[src/rtl/lc4_pkg.sv]
// shared widths, types and encodings for the five-stage LC4 pipeline
// every RTL module and the stage interface import this package
package lc4_pkg;

   localparam int LC4_XLEN = 16;  // machine word width

   typedef logic [LC4_XLEN-1:0] word_t;  // data, address or instruction word
   typedef logic [2:0]          reg_sel_t;
   typedef logic [2:0]          nzp_t;   // {n, z, p}

   // top opcodes kept by this core, other encodings stay unnamed
   typedef enum logic [3:0] {
      OP_BR    = 4'b0000,
      OP_ARITH = 4'b0001,
      OP_LOGIC = 4'b0101,
      OP_LDR   = 4'b0110,
      OP_STR   = 4'b0111,
      OP_CONST = 4'b1001,
      OP_JMP   = 4'b1100
   } lc4_op_e;

   typedef enum logic [3:0] {
      ALU_ADD, ALU_SUB, ALU_AND, ALU_OR, ALU_XOR, ALU_NOT,
      ALU_PASS_IMM,  // sext(imm9) for CONST
      ALU_ADDR,      // base + sext(imm6)
      ALU_BR_TGT,    // pc + 1 + sext(imm9)
      ALU_JMP_TGT    // pc + 1 + sext(imm11)
   } lc4_alu_e;

   typedef struct packed {
      lc4_alu_e alu_op;
      reg_sel_t rd_sel;
      logic     rf_we;
      logic     nzp_we;
      logic     is_load;
      logic     is_store;
      logic     is_branch;
      logic     is_jump;
   } lc4_ctrl_t;

   // bubble, writes nothing
   localparam lc4_ctrl_t LC4_NOP_CTRL = '{alu_op: ALU_ADD, rd_sel: 3'd0, rf_we: 1'b0,
      nzp_we: 1'b0, is_load: 1'b0, is_store: 1'b0, is_branch: 1'b0, is_jump: 1'b0};

endpackage

[src/rtl/lc4_stage_if.sv]
// bundle of one instruction as it moves from one pipeline stage to the next
// src side drives all signals, dst side only reads them
interface lc4_stage_if;
   import lc4_pkg::*;

   logic      valid;    // slot holds a live instruction
   word_t     pc;
   word_t     insn;
   lc4_ctrl_t ctrl;     // decoded control, NOP when slot is empty
   word_t     rt_data;  // store data
   word_t     result;   // alu result, then load data after memory

   modport src (output valid, pc, insn, ctrl, rt_data, result);
   modport dst (input valid, pc, insn, ctrl, rt_data, result);

endinterface

[src/rtl/lc4_fetch.sv]
// fetch stage: program counter and the fetch/decode register
// instruction memory is read combinationally at o_imem_addr
// a taken branch in writeback redirects the pc and empties the f/d slot
module lc4_fetch #(
   parameter lc4_pkg::word_t RESET_PC = 16'h8200
) (
   input  logic           gwe,
   input  logic           i_rst_n,
   input  lc4_pkg::word_t i_imem_insn,
   input  logic           i_redirect,
   input  lc4_pkg::word_t i_target,
   input  logic           i_flush,
   output lc4_pkg::word_t o_imem_addr,
   lc4_stage_if.src       fd
);
   import lc4_pkg::*;

   word_t pc_q;

   always_ff @(posedge gwe or negedge i_rst_n) begin
      if (!i_rst_n) begin
         pc_q     <= RESET_PC;
         fd.valid <= 1'b0;
      end else begin
         pc_q     <= i_redirect ? i_target : pc_q + 1'b1;  // no stall, always moves
         fd.valid <= !i_flush;  // squash the insn fetched under a taken branch
      end
   end

   always_ff @(posedge gwe) begin
      fd.pc   <= pc_q;
      fd.insn <= i_imem_insn;
   end

   assign o_imem_addr = pc_q;
   assign fd.ctrl     = LC4_NOP_CTRL;  // decode fills these later
   assign fd.rt_data  = '0;
   assign fd.result   = '0;

   // redirect target from writeback must be the next fetch address
   a_redirect_pc: assert property (@(posedge gwe) disable iff (!i_rst_n)
      i_redirect |=> (pc_q == $past(i_target)))
      else $error("fetch pc %h does not follow redirect target", pc_q);

endmodule

[src/rtl/lc4_decoder.sv]
// instruction decoder, purely combinational
// gives the register file read selects and the control bundle for execute
// encodings outside the kept set decode as a bubble
module lc4_decoder (
   input  lc4_pkg::word_t    i_insn,
   output lc4_pkg::reg_sel_t o_rs_sel,
   output lc4_pkg::reg_sel_t o_rt_sel,
   output lc4_pkg::lc4_ctrl_t o_ctrl
);
   import lc4_pkg::*;

   lc4_op_e op;
   logic    wr;  // writes rd and nzp

   assign op       = lc4_op_e'(i_insn[15:12]);
   assign o_rs_sel = i_insn[8:6];  // also the base for LDR/STR
   assign o_rt_sel = (op == OP_STR) ? i_insn[11:9] : i_insn[2:0];  // STR data sits in [11:9]

   always_comb begin
      o_ctrl = LC4_NOP_CTRL;
      wr     = 1'b0;
      case (op)
         OP_BR: begin
            o_ctrl.alu_op    = ALU_BR_TGT;
            o_ctrl.is_branch = 1'b1;  // nzp mask 000 never taken, so NOP falls out
         end
         OP_ARITH: begin
            casez (i_insn[5:3])
               3'b000, 3'b1??: begin o_ctrl.alu_op = ALU_ADD; wr = 1'b1; end  // reg or imm5
               3'b010:         begin o_ctrl.alu_op = ALU_SUB; wr = 1'b1; end
               default:        ;  // MUL, DIV not supported
            endcase
         end
         OP_LOGIC: begin
            case (i_insn[5:3])
               3'b000:  begin o_ctrl.alu_op = ALU_AND; wr = 1'b1; end
               3'b001:  begin o_ctrl.alu_op = ALU_NOT; wr = 1'b1; end
               3'b010:  begin o_ctrl.alu_op = ALU_OR;  wr = 1'b1; end
               3'b011:  begin o_ctrl.alu_op = ALU_XOR; wr = 1'b1; end
               default: ;  // AND immediate dropped
            endcase
         end
         OP_LDR: begin
            o_ctrl.alu_op  = ALU_ADDR;
            o_ctrl.is_load = 1'b1;
            wr             = 1'b1;
         end
         OP_STR: begin
            o_ctrl.alu_op   = ALU_ADDR;
            o_ctrl.is_store = 1'b1;
         end
         OP_CONST: begin
            o_ctrl.alu_op = ALU_PASS_IMM;
            wr            = 1'b1;
         end
         OP_JMP: begin
            if (i_insn[11]) begin  // JMP imm11 only, JMPR dropped
               o_ctrl.alu_op  = ALU_JMP_TGT;
               o_ctrl.is_jump = 1'b1;
            end
         end
         default: ;
      endcase
      if (wr) begin
         o_ctrl.rd_sel = i_insn[11:9];
         o_ctrl.rf_we  = 1'b1;
         o_ctrl.nzp_we = 1'b1;
      end
   end

endmodule

[src/rtl/lc4_regfile.sv]
// eight 16-bit registers, two combinational read ports, one write port
// a read of the register being written this cycle returns the new data
module lc4_regfile (
   input  logic              gwe,
   input  logic              i_rst_n,
   input  lc4_pkg::reg_sel_t i_rs_sel,
   input  lc4_pkg::reg_sel_t i_rt_sel,
   output lc4_pkg::word_t    o_rs_data,
   output lc4_pkg::word_t    o_rt_data,
   input  lc4_pkg::reg_sel_t i_rd_sel,
   input  lc4_pkg::word_t    i_wdata,
   input  logic              i_we
);
   import lc4_pkg::*;

   word_t regs [8];

   always_ff @(posedge gwe or negedge i_rst_n) begin
      if (!i_rst_n) begin
         for (int i = 0; i < 8; i++) begin
            regs[i] <= '0;
         end
      end else if (i_we) begin
         regs[i_rd_sel] <= i_wdata;
      end
   end

   // write-through, the only forwarding path in the core
   assign o_rs_data = (i_we && i_rd_sel == i_rs_sel) ? i_wdata : regs[i_rs_sel];
   assign o_rt_data = (i_we && i_rd_sel == i_rt_sel) ? i_wdata : regs[i_rt_sel];

   a_wdata_known: assert property (@(posedge gwe) disable iff (!i_rst_n)
      i_we |-> !$isunknown({i_rd_sel, i_wdata}))
      else $error("unknown value written to r%0d", i_rd_sel);

endmodule

[src/rtl/lc4_execute.sv]
// execute stage: decode/execute register and the ALU
// the ALU also forms load/store addresses and branch/jump targets
module lc4_execute (
   input  logic               gwe,
   input  logic               i_rst_n,
   input  logic               i_flush,
   lc4_stage_if.dst           fd,
   input  lc4_pkg::lc4_ctrl_t i_ctrl,
   input  lc4_pkg::word_t     i_rs_data,
   input  lc4_pkg::word_t     i_rt_data,
   lc4_stage_if.src           xm
);
   import lc4_pkg::*;

   logic      dx_valid;
   lc4_ctrl_t dx_ctrl;
   word_t     dx_pc, dx_insn, dx_rs, dx_rt;
   word_t     imm5, imm6, imm9, imm11, pc_inc, alu_res;

   always_ff @(posedge gwe or negedge i_rst_n) begin
      if (!i_rst_n) begin
         dx_valid <= 1'b0;
         dx_ctrl  <= LC4_NOP_CTRL;
      end else begin
         dx_valid <= fd.valid && !i_flush;
         dx_ctrl  <= (fd.valid && !i_flush) ? i_ctrl : LC4_NOP_CTRL;  // bubble on squash
      end
   end

   always_ff @(posedge gwe) begin
      dx_pc   <= fd.pc;
      dx_insn <= fd.insn;
      dx_rs   <= i_rs_data;
      dx_rt   <= i_rt_data;
   end

   // sign-extended immediates
   assign imm5   = {{11{dx_insn[4]}}, dx_insn[4:0]};
   assign imm6   = {{10{dx_insn[5]}}, dx_insn[5:0]};
   assign imm9   = {{7{dx_insn[8]}}, dx_insn[8:0]};
   assign imm11  = {{5{dx_insn[10]}}, dx_insn[10:0]};
   assign pc_inc = dx_pc + 1'b1;

   always_comb begin
      case (dx_ctrl.alu_op)
         ALU_ADD:      alu_res = dx_rs + (dx_insn[5] ? imm5 : dx_rt);  // bit 5 picks imm form
         ALU_SUB:      alu_res = dx_rs - dx_rt;
         ALU_AND:      alu_res = dx_rs & dx_rt;
         ALU_OR:       alu_res = dx_rs | dx_rt;
         ALU_XOR:      alu_res = dx_rs ^ dx_rt;
         ALU_NOT:      alu_res = ~dx_rs;
         ALU_PASS_IMM: alu_res = imm9;
         ALU_ADDR:     alu_res = dx_rs + imm6;
         ALU_BR_TGT:   alu_res = pc_inc + imm9;
         ALU_JMP_TGT:  alu_res = pc_inc + imm11;
         default:      alu_res = '0;
      endcase
   end

   assign xm.valid   = dx_valid;
   assign xm.pc      = dx_pc;
   assign xm.insn    = dx_insn;
   assign xm.ctrl    = dx_ctrl;
   assign xm.rt_data = dx_rt;   // store data rides along
   assign xm.result  = alu_res;

endmodule

[src/rtl/lc4_memory.sv]
// memory stage: execute/memory register and the data memory port
// loads replace the ALU result with the read data from the same cycle
module lc4_memory (
   input  logic           gwe,
   input  logic           i_rst_n,
   input  logic           i_flush,
   lc4_stage_if.dst       xm,
   input  lc4_pkg::word_t i_dmem_rdata,
   output lc4_pkg::word_t o_dmem_addr,
   output logic           o_dmem_we,
   output lc4_pkg::word_t o_dmem_wdata,
   lc4_stage_if.src       mw
);
   import lc4_pkg::*;

   logic      m_valid;
   logic      live;  // not killed by a taken branch now in writeback
   lc4_ctrl_t m_ctrl;
   word_t     m_pc, m_insn, m_rt, m_res;

   always_ff @(posedge gwe or negedge i_rst_n) begin
      if (!i_rst_n) begin
         m_valid <= 1'b0;
         m_ctrl  <= LC4_NOP_CTRL;
      end else begin
         m_valid <= xm.valid && !i_flush;
         m_ctrl  <= (xm.valid && !i_flush) ? xm.ctrl : LC4_NOP_CTRL;
      end
   end

   always_ff @(posedge gwe) begin
      m_pc   <= xm.pc;
      m_insn <= xm.insn;
      m_rt   <= xm.rt_data;
      m_res  <= xm.result;
   end

   assign live = m_valid && !i_flush;  // youngest squashed slot sits here

   assign o_dmem_addr  = (m_ctrl.is_load || m_ctrl.is_store) ? m_res : '0;
   assign o_dmem_we    = live && m_ctrl.is_store;
   assign o_dmem_wdata = m_rt;

   assign mw.valid   = live;
   assign mw.pc      = m_pc;
   assign mw.insn    = m_insn;
   assign mw.ctrl    = m_ctrl;
   assign mw.rt_data = m_rt;
   assign mw.result  = m_ctrl.is_load ? i_dmem_rdata : m_res;  // load data wins

endmodule

[src/rtl/lc4_writeback.sv]
// writeback stage: memory/writeback register, NZP register and branch resolve
// a taken branch or jump raises redirect and flush for one cycle
// o_valid, o_pc, o_insn and o_nzp_we feed the writeback trace at the top
module lc4_writeback (
   input  logic              gwe,
   input  logic              i_rst_n,
   lc4_stage_if.dst          mw,
   output logic              o_rf_we,
   output lc4_pkg::reg_sel_t o_rf_sel,
   output lc4_pkg::word_t    o_rf_wdata,
   output logic              o_redirect,
   output logic              o_flush,
   output lc4_pkg::word_t    o_target,
   output lc4_pkg::nzp_t     o_nzp,
   output logic              o_valid,
   output lc4_pkg::word_t    o_pc,
   output lc4_pkg::word_t    o_insn,
   output logic              o_nzp_we
);
   import lc4_pkg::*;

   logic      w_valid;
   logic      taken;
   lc4_ctrl_t w_ctrl;
   word_t     w_pc, w_insn, w_res;
   nzp_t      nzp_q, nzp_new;

   always_ff @(posedge gwe or negedge i_rst_n) begin
      if (!i_rst_n) begin
         w_valid <= 1'b0;
         w_ctrl  <= LC4_NOP_CTRL;
         nzp_q   <= '0;
      end else begin
         w_valid <= mw.valid;
         w_ctrl  <= mw.valid ? mw.ctrl : LC4_NOP_CTRL;
         if (o_nzp_we) nzp_q <= nzp_new;  // seen by the very next insn in W
      end
   end

   always_ff @(posedge gwe) begin
      w_pc   <= mw.pc;
      w_insn <= mw.insn;
      w_res  <= mw.result;
   end

   // sign of the written value
   assign nzp_new = w_res[15] ? 3'b100 : (w_res == '0) ? 3'b010 : 3'b001;

   assign taken = w_valid && (w_ctrl.is_jump ||
                              (w_ctrl.is_branch && |(w_insn[11:9] & nzp_q)));

   assign o_redirect = taken;
   assign o_flush    = taken;
   assign o_target   = w_res;  // target came from the ALU
   assign o_rf_we    = w_valid && w_ctrl.rf_we;
   assign o_rf_sel   = w_ctrl.rd_sel;
   assign o_rf_wdata = w_res;
   assign o_nzp      = nzp_new;
   assign o_nzp_we   = w_valid && w_ctrl.nzp_we;
   assign o_valid    = w_valid;
   assign o_pc       = w_pc;
   assign o_insn     = w_insn;

   // flush needs a live control insn, and the slot behind it is always squashed
   a_flush_src: assert property (@(posedge gwe) disable iff (!i_rst_n)
      o_flush |-> (w_valid && (w_ctrl.is_branch || w_ctrl.is_jump)) ##1 !o_flush)
      else $error("flush at pc %h without a single taken branch", w_pc);

endmodule

[src/rtl/lc4_processor.sv]
// five-stage LC4 core with no hazard detection or bypass
// instruction and data memories sit outside and answer in the same cycle
// o_wb_* show each instruction during its writeback cycle
module lc4_processor #(
   parameter lc4_pkg::word_t RESET_PC = 16'h8200
) (
   input  logic              gwe,
   input  logic              i_rst_n,
   output lc4_pkg::word_t    o_imem_addr,
   input  lc4_pkg::word_t    i_imem_insn,
   output lc4_pkg::word_t    o_dmem_addr,
   output logic              o_dmem_we,
   output lc4_pkg::word_t    o_dmem_wdata,
   input  lc4_pkg::word_t    i_dmem_rdata,
   output logic              o_wb_valid,
   output lc4_pkg::word_t    o_wb_pc,
   output lc4_pkg::word_t    o_wb_insn,
   output logic              o_wb_rf_we,
   output lc4_pkg::reg_sel_t o_wb_rd,
   output lc4_pkg::word_t    o_wb_data,
   output logic              o_wb_nzp_we,
   output lc4_pkg::nzp_t     o_wb_nzp
);
   import lc4_pkg::*;

   lc4_stage_if fd_if ();
   lc4_stage_if xm_if ();
   lc4_stage_if mw_if ();

   reg_sel_t  rs_sel, rt_sel;
   lc4_ctrl_t dec_ctrl;
   word_t     rs_data, rt_data;
   logic      redirect, flush;
   word_t     target;

   lc4_fetch #(.RESET_PC(RESET_PC)) fetch0 (
      .gwe(gwe), .i_rst_n(i_rst_n), .i_imem_insn(i_imem_insn),
      .i_redirect(redirect), .i_target(target), .i_flush(flush),
      .o_imem_addr(o_imem_addr), .fd(fd_if.src));

   lc4_decoder decoder0 (
      .i_insn(fd_if.insn), .o_rs_sel(rs_sel), .o_rt_sel(rt_sel), .o_ctrl(dec_ctrl));

   // write port is driven from writeback
   lc4_regfile regfile0 (
      .gwe(gwe), .i_rst_n(i_rst_n), .i_rs_sel(rs_sel), .i_rt_sel(rt_sel),
      .o_rs_data(rs_data), .o_rt_data(rt_data),
      .i_rd_sel(o_wb_rd), .i_wdata(o_wb_data), .i_we(o_wb_rf_we));

   lc4_execute execute0 (
      .gwe(gwe), .i_rst_n(i_rst_n), .i_flush(flush), .fd(fd_if.dst),
      .i_ctrl(dec_ctrl), .i_rs_data(rs_data), .i_rt_data(rt_data), .xm(xm_if.src));

   lc4_memory memory0 (
      .gwe(gwe), .i_rst_n(i_rst_n), .i_flush(flush), .xm(xm_if.dst),
      .i_dmem_rdata(i_dmem_rdata), .o_dmem_addr(o_dmem_addr), .o_dmem_we(o_dmem_we),
      .o_dmem_wdata(o_dmem_wdata), .mw(mw_if.src));

   lc4_writeback writeback0 (
      .gwe(gwe), .i_rst_n(i_rst_n), .mw(mw_if.dst),
      .o_rf_we(o_wb_rf_we), .o_rf_sel(o_wb_rd), .o_rf_wdata(o_wb_data),
      .o_redirect(redirect), .o_flush(flush), .o_target(target),
      .o_nzp(o_wb_nzp), .o_valid(o_wb_valid), .o_pc(o_wb_pc),
      .o_insn(o_wb_insn), .o_nzp_we(o_wb_nzp_we));

endmodule

[config.mk]
export PLATFORM = sky130hd
export DESIGN_NAME = lc4_processor
export DESIGN_NICKNAME = d
export VERILOG_FILES = /design/src/rtl/lc4_pkg.sv /design/src/rtl/lc4_stage_if.sv /design/src/rtl/lc4_fetch.sv /design/src/rtl/lc4_decoder.sv /design/src/rtl/lc4_regfile.sv /design/src/rtl/lc4_execute.sv /design/src/rtl/lc4_memory.sv /design/src/rtl/lc4_writeback.sv /design/src/rtl/lc4_processor.sv
export SDC_FILE = /design/constraint.sdc
export NUM_CORES = 1
export LEC_CHECK = 0
export ABC_CLOCK_PERIOD_IN_PS = 4500
export BUFFER_PORTS_ARGS = -buffer_cell sky130_fd_sc_hd__buf_2
export CAP_MARGIN = 20
export CORE_ASPECT_RATIO = 0.6
export CORE_UTILIZATION = 42
export DETAILED_ROUTE_END_ITERATION = 10
export PLACE_DENSITY = 0.65
export SLEW_MARGIN = 20
export SYNTH_ARGS = -nofsm -noshare
export SYNTH_HDL_FRONTEND = slang
export SYNTH_SLANG_ARGS = --single-unit
[constraint.sdc]
create_clock -name gwe -period 4.5 [get_ports gwe]
set_clock_uncertainty 0.05 [all_clocks]
set_input_delay 0.45 -clock gwe [delete_from_list [all_inputs] [get_ports gwe]]
set_output_delay 0.45 -clock gwe [all_outputs]
set_load 0.05 [all_outputs]
After elaboration in Yosys (flattened, before gate mapping)
Index checks and enable logic that the tools add are counted.
{"block": "classes", "muxes": 35, "reduce_logical": 23, "bitwise_logic": 8, "n_addsub": 7, "n_lt_le_gt_ge": 4, "n_eq_ne": 20}
{"operator": "$mux W16", "n": 11}
{"operator": "$pmux W16 S10", "n": 1}
{"operator": "$bwmux W128", "n": 1}
{"operator": "$bmux W16 S3", "n": 2}
{"operator": "$add A16 B16 Y16", "n": 4}
{"operator": "$demux W16 S3", "n": 1}
{"operator": "$add A16 B1 Y16 const B", "n": 2}
{"operator": "$eq A4 B3 Y1 const B", "n": 7}
{"operator": "$mux W13", "n": 2}
{"operator": "$pmux W4 S6", "n": 1}
{"operator": "$and A16 B16 Y16", "n": 1}
{"operator": "$eq A4 B4 Y1 const B", "n": 4}
{"operator": "$logic_not A16 Y1", "n": 1}
{"operator": "$not A16 Y16", "n": 1}
{"operator": "$or A16 B16 Y16", "n": 1}
{"operator": "$sub A16 B16 Y16", "n": 1}
{"operator": "$xor A16 B16 Y16", "n": 1}
{"operator": "$ge A4 B4 Y1 const B", "n": 3}
{"operator": "$not A3 Y4", "n": 3}
{"operator": "$pmux W3 S4", "n": 1}
{"operator": "$logic_and A1 B1 Y1", "n": 11}
{"operator": "$mux W9", "n": 1}
{"operator": "$eq A4 B1 Y1 const B", "n": 2}
{"operator": "$eq A4 B2 Y1 const B", "n": 2}
{"operator": "18 further kinds", "n": 32}
{"block": "totals", "register_bits": 388, "inputBits": 34}

Longest topological paths before layout
Gate-level depths: netlist of the first run.
{"block": "logic_depth", "word_depth": 8, "ltp_mapped": 17, "mapped_depth_nobuf": 17}

Modules after synthesis
A second synthesis of the first run with hierarchy kept.
{"block": "unflattened", "cells_unflattened": 1532, "hier_area_um2": 18823.1}
{"module": "lc4_regfile", "cells_each": 452, "seq_area_each_um2": 3203.1, "area_per_inst_um2": 7533.5, "instances": 1}
{"module": "lc4_execute", "cells_each": 611, "seq_area_each_um2": 1631.6, "area_per_inst_um2": 5233.8, "instances": 1}
{"module": "lc4_memory", "cells_each": 150, "seq_area_each_um2": 1631.6, "area_per_inst_um2": 2306.0, "instances": 1}
{"module": "lc4_fetch", "cells_each": 173, "seq_area_each_um2": 1068.5, "area_per_inst_um2": 1904.3, "instances": 1}
{"module": "lc4_writeback", "cells_each": 105, "seq_area_each_um2": 1236.2, "area_per_inst_um2": 1549.0, "instances": 1}
{"module": "lc4_decoder", "cells_each": 41, "seq_area_each_um2": 0.0, "area_per_inst_um2": 296.5, "instances": 1}

Least setup slack after synthesis of the first run
No wires, ideal clock.
{"block": "synth_timing", "kind": "reg-to-reg", "from": "reg execute0.dx_rt[1], in the netlist execute0.xm.rt_data[1]", "to": "reg memory0.m_res[15]", "stages_incl_launch_ff": 17, "arrival_time_ns": 3.665, "path_slack_ns": 0.663, "required_ns": 4.328, "path_cell_list": "dfxtp_1 inv_1 ha_1 or3b_1 or3_1 or4_1 o21ai_0 nor2_1 o21ai_0 ha_1 a21oi_1 and2_1 a22o_1 a31o_2 o21ai_0 xnor2_1 a221o_1"}
{"block": "synth_between", "elab_chain_len": 3, "word_cells_on_any_way": 4}
{"item": "start: declaration", "line": "lc4_execute.sv:17", "source": "word_t dx_pc, dx_insn, dx_rs, dx_rt;"}
{"item": "start signal: assignment", "line": "lc4_execute.sv:34", "source": "dx_rt <= i_rt_data;"}
{"item": "$mux W16", "line": "lc4_execute.sv:46", "source": "ALU_ADD: alu_res = dx_rs + (dx_insn[5] ? imm5 : dx_rt);"}
{"item": "$add A16 B16 Y16", "line": "lc4_execute.sv:46"}
{"item": "$pmux W16 S10 (*)", "line": "lc4_execute.sv:45", "source": "case (dx_ctrl.alu_op)"}
{"item": "end signal: assignment", "line": "lc4_memory.sv:35", "source": "m_res <= xm.result;"}
{"item": "end: declaration", "line": "lc4_memory.sv:19", "source": "word_t m_pc, m_insn, m_rt, m_res;"}
Mark *: on every way between the ends. The rest lies on a longest branch, timed or not.
A chain may end at the register's enable or synchronous reset.

Worst setup path after layout of the first run
{"block": "layout_timing", "from": "reg execute0.dx_rt[0], in the netlist execute0.xm.rt_data[0]", "to": "reg memory0.m_res[15]"}
Same word-level chain as after synthesis.

==> results.json, run 1 <==
{
  "status": "finished, final reports clean",
  "seq_area_frac_synth": 0.506,
  "critPathArrivalTime_ns": 4.64,
  "slowest_stage": "or4_1",
  "dp_hpwl_mm": 33.1,
  "cts_tree": "done",
  "drive_above_1_share": 0.302,
  "cts_setup_buffers": 0,
  "grt_pass1_vias": 11700,
  "rsz0062_at_grt": "false",
  "syn_inst": 1421,
  "yosys.area.top_type": "dfrtp_1",
  "leakage_nw": 9.01,
  "total_power_mw": 12.3,
  "synthToLayoutAreaGrowth_pct": 17.0,
  "synth.top_cell.area_share": 0.258,
  "floorplan.initialDensity": 0.431,
  "grt-ovfl-total": 0,
  "place_area_um2": 18400,
  "ios": 140,
  "yosysWarningCount": 0,
  "insertedDiodeCount": 0,
  "ant_nets": 0,
  "die_y_um": 158,
  "wl_mm": 46.9,
  "cp.required_ns": 4.90,
  "drt-initial-drc-count": 1030,
  "min_path_type": "input pin to flip-flop",
  "clk_path_buf_depth": 3,
  "slowest_delay_ns": 0.57,
  "cp-end-kind": "flip-flop",
  "yosys.cell_types.count": 71,
  "portBuffers": 139,
  "grt_max_degree": 90,
  "grt_first_pass_wirelength_mm": 71.0,
  "largest_reg_flops": 128,
  "viasPerCell": 5.63,
  "power_density_nw_per_um2": 618,
  "drcViolationCount": 0,
  "max_freq_ghz": 0.236,
  "dieArea_um2": 41300,
  "vias": 12000,
  "stdcell_count": 2133,
  "cp_num_buf_inv": 1,
  "grt_antenna_before_repair": 1,
  "die_w_um": 262,
  "p_switching_mw": 4.75,
  "p_seq_frac": 0.408,
  "min_period_ns": 4.24,
  "regMostFlops": "regfile0.regs",
  "critPathLaunchType": "flip-flop",
  "gp_congestion": 0.904,
  "grtUsageTotal": 0.229,
  "crit_chain": "inv_1, ha_1, or3b_1, or3_1, or4_1, o21ai_0, nor2_1, o21ai_1, ha_1, a21oi_1, and2_1, a22o_1, a31o_2, o21ai_0, xnor2_1, a221o_1",
  "async_flop_share": 0.460,
  "ir_worst_vdd_mv": 0.373,
  "final_area_um2": 19900,
  "synth_edf_count": 0,
  "ctsRootBufferMaster": "clkbuf_16",
  "slew_headroom": 0.252,
  "avgSynthCellArea_um2": 12.0,
  "ys_ff_latch": 385,
  "setup_viol": 0,
  "yosys-top-cells-area": "dfrtp_1, dfxtp_1, mux2_2",
  "wire_per_inst_um": 22.0,
  "firstDrtPassIters": 6,
  "finalMaxSlewViolations": 0,
  "switching_share": 0.387,
  "p_comb_frac": 0.334,
  "tightest_slew_ns": 1.12,
  "critPathMaxFanout": 4,
  "synthFlopType": "dfxtp_1",
  "finalCritPeriodShare": 0.941,
  "whs_ns": 0.0708,
  "cpLargestDelayFamily": "simple AND/OR/NAND/NOR gates",
  "synth_area_um2": 17000,
  "internal_power_mw": 7.54,
  "max-cap-violations": 0,
  "finalSetupTns_ns": 0,
  "setup.worst_path.class": "flip-flop to flip-flop",
  "clkTransAtPathRegs_ns": 0.08,
  "numPlacedInstances": 2047,
  "rows": 56,
  "final_nets": 1688,
  "core_um2": 39400,
  "p_clk_frac": 0.258,
  "final-hold-violation-count": 0,
  "cts_sinks": 385,
  "clock_latency_ns": 0.56,
  "cts_made_buffers": 37,
  "htree_levels": 2,
  "syn-num-nets": 1527
}
-- per-stage QoR --
stage	setup slack (ns)	util
final	0.264	0.504
after global routing	0.0381	0.504
after CTS	0.220	0.503
after detailed placement	0.222	0.468
after global placement	0.258	0.468
after floorplan	0.663	-
-- power groups by stage --
stage | clock (mW) | sequential, mW | combinational, mW
2_1_floorplan | 0 | 5.65 | 2.12
3_3_place_gp | 0 | 5.04 | 3.98
3_5_place_dp | 0 | 5.07 | 4.04
4_1_cts | 3.22 | 5.01 | 4.07
5_1_grt | 3.37 | 5.11 | 4.38
6_report | 3.17 | 5.02 | 4.10
-- repair_timing --
action	CTS	global route
gates resized for setup	0	4
hold buffers	17	0
endpoints found under the setup margin	0	2
endpoints found under the hold margin	31	0
-- Yosys cell counts, types with 5 or more instances --
cell       instances
nor2_1            70
buf_2             10
o311ai_0           5
dfxtp_1          208
mux2_2           149
nor4_1            10
dfrtp_1          175
a211oi_1          11
nand2_1           98
nor2b_1           20
mux2i_1           36
nand2b_1           8
buf_4              8
o2111ai_1          6
and2_1            13
mux4_2            64
a21o_1             7
clkbuf_1          57
a221oi_1           8
nand3_1           22
ha_1              70
o21ai_0           69
and3_1            30
nor3_1            15
inv_1             44
a21oi_1           60
o211ai_1           6
xor2_1            23
xnor2_1           33
-- layout make-up --
cell class | count | area (µm²)
tap | 522 | 653
sequential | 385 | 8600
clock inverter | 19 | 173
multi-input combinational | 913 | 7980
timing repair buffer | 201 | 1240
clock buffer | 49 | 1060
inverter | 44 | 165
fill | 3438 | 19600
-- placed cells by master, fill, tap and decap left out, types with 9 or more instances in the layout --
| cell | netlist | final |
|---|---|---|
| a211oi_1 | 11 | 11 |
| a21oi_1 | 60 | 60 |
| and2_1 | 13 | 13 |
| and3_1 | 30 | 30 |
| buf_2 | 10 | 138 |
| buf_4 | 8 | 42 |
| clkbuf_16 | 0 | 38 |
| clkinv_2 | 0 | 9 |
| dfrtp_1 | 175 | 175 |
| dfxtp_1 | 208 | 207 |
| dlygate4sd3_1 | 0 | 17 |
| ha_1 | 70 | 70 |
| inv_1 | 44 | 44 |
| mux2_2 | 149 | 149 |
| mux2i_1 | 36 | 35 |
| mux4_2 | 64 | 64 |
| nand2_1 | 98 | 98 |
| nand3_1 | 22 | 22 |
| nor2_1 | 70 | 68 |
| nor2b_1 | 20 | 19 |
| nor3_1 | 15 | 11 |
| nor4_1 | 10 | 9 |
| o21ai_0 | 69 | 68 |
| xnor2_1 | 33 | 33 |
| xor2_1 | 23 | 23 |
-- metal layers --
layer / GRT usage / routed length, µm
met1: 0.345 / 22900
met2: 0.329 / 19700
met3: 0.0496 / 3260
met4: 0.0623 / 1050
met5: 0 / 0
-- cell families after synthesis --
group	synth area share
flip-flops	0.506
AO/OA/AOI/OAI	0.0809
AND/OR/NAND/NOR	0.0922
multiplexers	0.207
XOR/XNOR	0.0303
buffers and inverters	0.0297
adder cells (fa/ha/maj)	0.0539
-- worst paths after layout --
path	endpoint	depth (start not counted)	slack, ns	start
max	memory0.m_res[15]$_SDFF_PN0_	16	0.26	execute0.xm.rt_data[0]$_DFF_P_
min	writeback0.o_rf_wdata[2]$_DFF_P_	2	0.07	i_dmem_rdata[2]
max reg2reg	memory0.m_res[15]$_SDFF_PN0_	16	0.26	execute0.xm.rt_data[0]$_DFF_P_
min reg2reg	writeback0.o_insn[0]$_DFF_P_	0	0.26	memory0.mw.insn[0]$_DFF_P_
max in group asynchronous	regfile0.regs[127]$_DFFE_PN0P_	3	2.78	i_rst_n
min in group asynchronous	regfile0.regs[110]$_DFFE_PN0P_	2	0.49	i_rst_n
(Power assumes the default switching activity.)
==> run 2, diff against run 1 <==
--- a/config.mk
+++ b/config.mk
@@ -5,13 +5,15 @@
 export SDC_FILE = /design/constraint.sdc
 export NUM_CORES = 1
 export LEC_CHECK = 0
-export ABC_CLOCK_PERIOD_IN_PS = 4500
-export BUFFER_PORTS_ARGS = -buffer_cell sky130_fd_sc_hd__buf_2
+export ABC_CLOCK_PERIOD_IN_PS = 3800
 export CAP_MARGIN = 20
+export CELL_PAD_IN_SITES_DETAIL_PLACEMENT = 0
+export CELL_PAD_IN_SITES_GLOBAL_PLACEMENT = 1
 export CORE_ASPECT_RATIO = 0.6
 export CORE_UTILIZATION = 42
 export DETAILED_ROUTE_END_ITERATION = 10
-export PLACE_DENSITY = 0.65
+export DONT_BUFFER_PORTS = 1
+export PLACE_DENSITY = 0.75
 export SLEW_MARGIN = 20
 export SYNTH_ARGS = -nofsm -noshare
 export SYNTH_HDL_FRONTEND = slang
==> constraint.sdc (replaced) <==
create_clock -name gwe -period 3.8 [get_ports gwe]
set_clock_uncertainty 0.05 [all_clocks]
set_input_delay 0.38 -clock gwe [delete_from_list [all_inputs] [get_ports gwe]]
set_output_delay 0.38 -clock gwe [all_outputs]
set_load 0.05 [all_outputs]
==> results.json, run 2 (synthesis results as in run 1) <==
{
  "status": "finished, violations left",
  "violations": "hold timing, setup timing",
  "final_nets": 1622,
  "setup.worst_path.class": "flip-flop to flip-flop",
  "grt-ovfl-total": 0,
  "timing.rr.end": "memory0.m_res[15]$_SDFF_PN0_",
  "min_period_ns": 3.82,
  "cp-end-kind": "flip-flop",
  "drive_above_1_share": 0.277,
  "whs_ns": -0.517,
  "clk_path_buf_depth": 3,
  "htree_levels": 2,
  "cts_made_buffers": 36,
  "grt_pass1_vias": 11600,
  "cp.required_ns": 4.20,
  "ios": 140,
  "firstDrtPassIters": 5,
  "cp_num_buf_inv": 1,
  "max_freq_ghz": 0.262,
  "critPathMaxFanout": 4,
  "ir_worst_vdd_mv": 0.406,
  "r2r-start": "execute0.xm.rt_data[0]$_DFF_P_",
  "crit_chain": "inv_2, ha_4, or3b_4, or3_4, or4_4, o21ai_2, nor2_1, o21ai_2, ha_4, a21oi_4, and2_4, a22o_1, a31o_4, o21ai_4, xnor2_1, a221o_1",
  "grt_first_pass_wirelength_mm": 72.8,
  "insertedDiodeCount": 0,
  "rsz0062_at_grt": "true",
  "power_density_nw_per_um2": 730,
  "fin_ws_ns": -0.0199,
  "grt_antenna_before_repair": 2,
  "stdcell_count": 2066,
  "p_clk_frac": 0.256,
  "p_switching_mw": 5.60,
  "clkTransAtPathRegs_ns": 0.08,
  "layout_commonest_cell": "dfxtp_1",
  "p_comb_frac": 0.285,
  "finalCritPeriodShare": 1.01,
  "dieArea_um2": 41300,
  "viasPerCell": 5.71,
  "cts_sinks": 385,
  "ctsHoldBuffers": 32,
  "most-common-layout-cells": "dfxtp_1, dfrtp_1, mux2_2",
  "slew_headroom": 0.308,
  "slowest_delay_ns": 0.59,
  "internal_power_mw": 8.90,
  "wire_per_inst_um": 23.2,
  "drt-initial-drc-count": 1148,
  "synthToLayoutAreaGrowth_pct": 16.9,
  "cts_tree": "done",
  "dp_hpwl_mm": 33.3,
  "finalMaxSlewViolations": 0,
  "clock_latency_ns": 0.56,
  "worstRegToRegCells": 16,
  "largest_reg_flops": 128,
  "die_w_um": 262,
  "die_y_um": 158,
  "ff2ff_setup_slack_ns": -0.02,
  "setup_viol": 1,
  "gp_congestion": 0.908,
  "min_path_type": "input pin to asynchronous set/reset pin",
  "tightest_slew_ns": 1.03,
  "critPathLaunchType": "flip-flop",
  "final-hold-violation-count": 177,
  "switching_share": 0.386,
  "leakage_nw": 8.75,
  "wl_mm": 47.9,
  "core_um2": 39400,
  "cpLargestDelayFamily": "simple AND/OR/NAND/NOR gates",
  "grt_max_degree": 178,
  "drcViolationCount": 0,
  "ant_nets": 0,
  "portBuffers": 0,
  "max-cap-violations": 0,
  "regMostFlops": "regfile0.regs",
  "fill_cells": 3430,
  "critPathArrivalTime_ns": 4.22,
  "ctsRootBufferMaster": "clkbuf_16",
  "p_seq_frac": 0.460,
  "rows": 56,
  "grtUsageTotal": 0.235,
  "numPlacedInstances": 1962,
  "vias": 11800,
  "slowest_stage": "or4_4",
  "floorplan.initialDensity": 0.431
}
-- run 2: changes by cell type in the layout (fill, tap and decap cells not counted), moves of 4 or more --
| cell | previous run | this run |
|---|---|---|
| dlygate4sd3_1 | 17 | 32 |
| buf_2 | 138 | 0 |
| o21ai_0 | 68 | 63 |
| clkbuf_1 | 4 | 8 |
| buf_4 | 42 | 102 |
| a21oi_1 | 60 | 55 |
-- run 2: how the worst max path moves through the flow --
stage | startpoint | to | slack [ns] | cells past startpoint
after detailed placement | execute0.xm.rt_data[0]$_DFF_P_ | memory0.m_res[15]$_SDFF_PN0_ | -0.28 | 16
after global placement | execute0.xm.rt_data[0]$_DFF_P_ | memory0.m_res[15]$_SDFF_PN0_ | -0.12 | 16
after global routing | execute0.xm.rt_data[1]$_DFF_P_ | memory0.m_res[15]$_SDFF_PN0_ | -0.15 | 16
after floorplan | execute0.xm.rt_data[1]$_DFF_P_ | memory0.m_res[15]$_SDFF_PN0_ | 0.006 | 15
after CTS | execute0.xm.rt_data[0]$_DFF_P_ | memory0.m_res[15]$_SDFF_PN0_ | -0.07 | 16
final | execute0.xm.rt_data[0]$_DFF_P_ | memory0.m_res[15]$_SDFF_PN0_ | -0.02 | 16
-- run 2: repair_timing --
action	CTS	global route
endpoints found under the setup margin	2	8
buffers inserted	0	5
hold endpoints to repair	209	177
pin swaps	1	15
gates resized for setup	6	36
-- run 2: cell type report --
type                            instances  area (µm²)  area share
Sequential cell                       385        8600       0.433
Multi-Input combinational cell        913        8120       0.409
Timing Repair Buffer                  136        1120      0.0563
Clock buffer                           48         986      0.0497
Tap cell                              522         653      0.0329
Clock inverter                         18         214      0.0108
Inverter                               44         165     0.00832
-- run 2: worst register-to-register path, stage by stage, from the launching register on --
cell,delay (ns)
dfxtp_2,0.32
inv_2,0.07
ha_4,0.13
or3b_4,0.39
or3_4,0.42
or4_4,0.59
o21ai_2,0.14
nor2_1,0.05
o21ai_2,0.19
ha_4,0.19
a21oi_4,0.06
and2_4,0.16
a22o_1,0.19
a31o_4,0.23
o21ai_4,0.14
xnor2_1,0.08
a221o_1,0.32
-- run 2: stage by stage --
step / power (mW) / TNS [ns] / cell area [µm²] / utilization / worst slack, ns
final: 14.5 / -0.0199 / 19900 / 0.503 / -0.0199
after detailed placement: 10.7 / -0.329 / 18100 / 0.459 / -0.280
after CTS: 14.4 / -0.0731 / 19700 / 0.498 / -0.0731
after global routing: 15.2 / -0.319 / 19900 / 0.503 / -0.146
after floorplan: 9.21 / 0 / 17000 / - / 0.00587
after global placement: 10.5 / -0.115 / 18100 / 0.459 / -0.115
-- run 2: per-layer routing --
metal  up-vias  share of wire  routed length, µm  global-route usage
met5         -              0                  0                   0
met2       513           0.43              20800               0.349
met3        57          0.089               4270              0.0509
met4         0          0.013                612              0.0462
li1       5315              -                  -                   -
met1      5912           0.46              22200               0.350
-- run 2: power groups by stage --
| stage | clock [mW] | sequential (mW) | combinational, mW |
|---|---|---|---|
| floorplan | 0 | 6.70 | 2.51 |
| global placement | 0 | 6.70 | 3.84 |
| detailed placement | 0 | 6.74 | 3.91 |
| CTS | 3.78 | 6.66 | 3.97 |
| global route | 3.95 | 6.78 | 4.46 |
| finish | 3.70 | 6.67 | 4.13 |
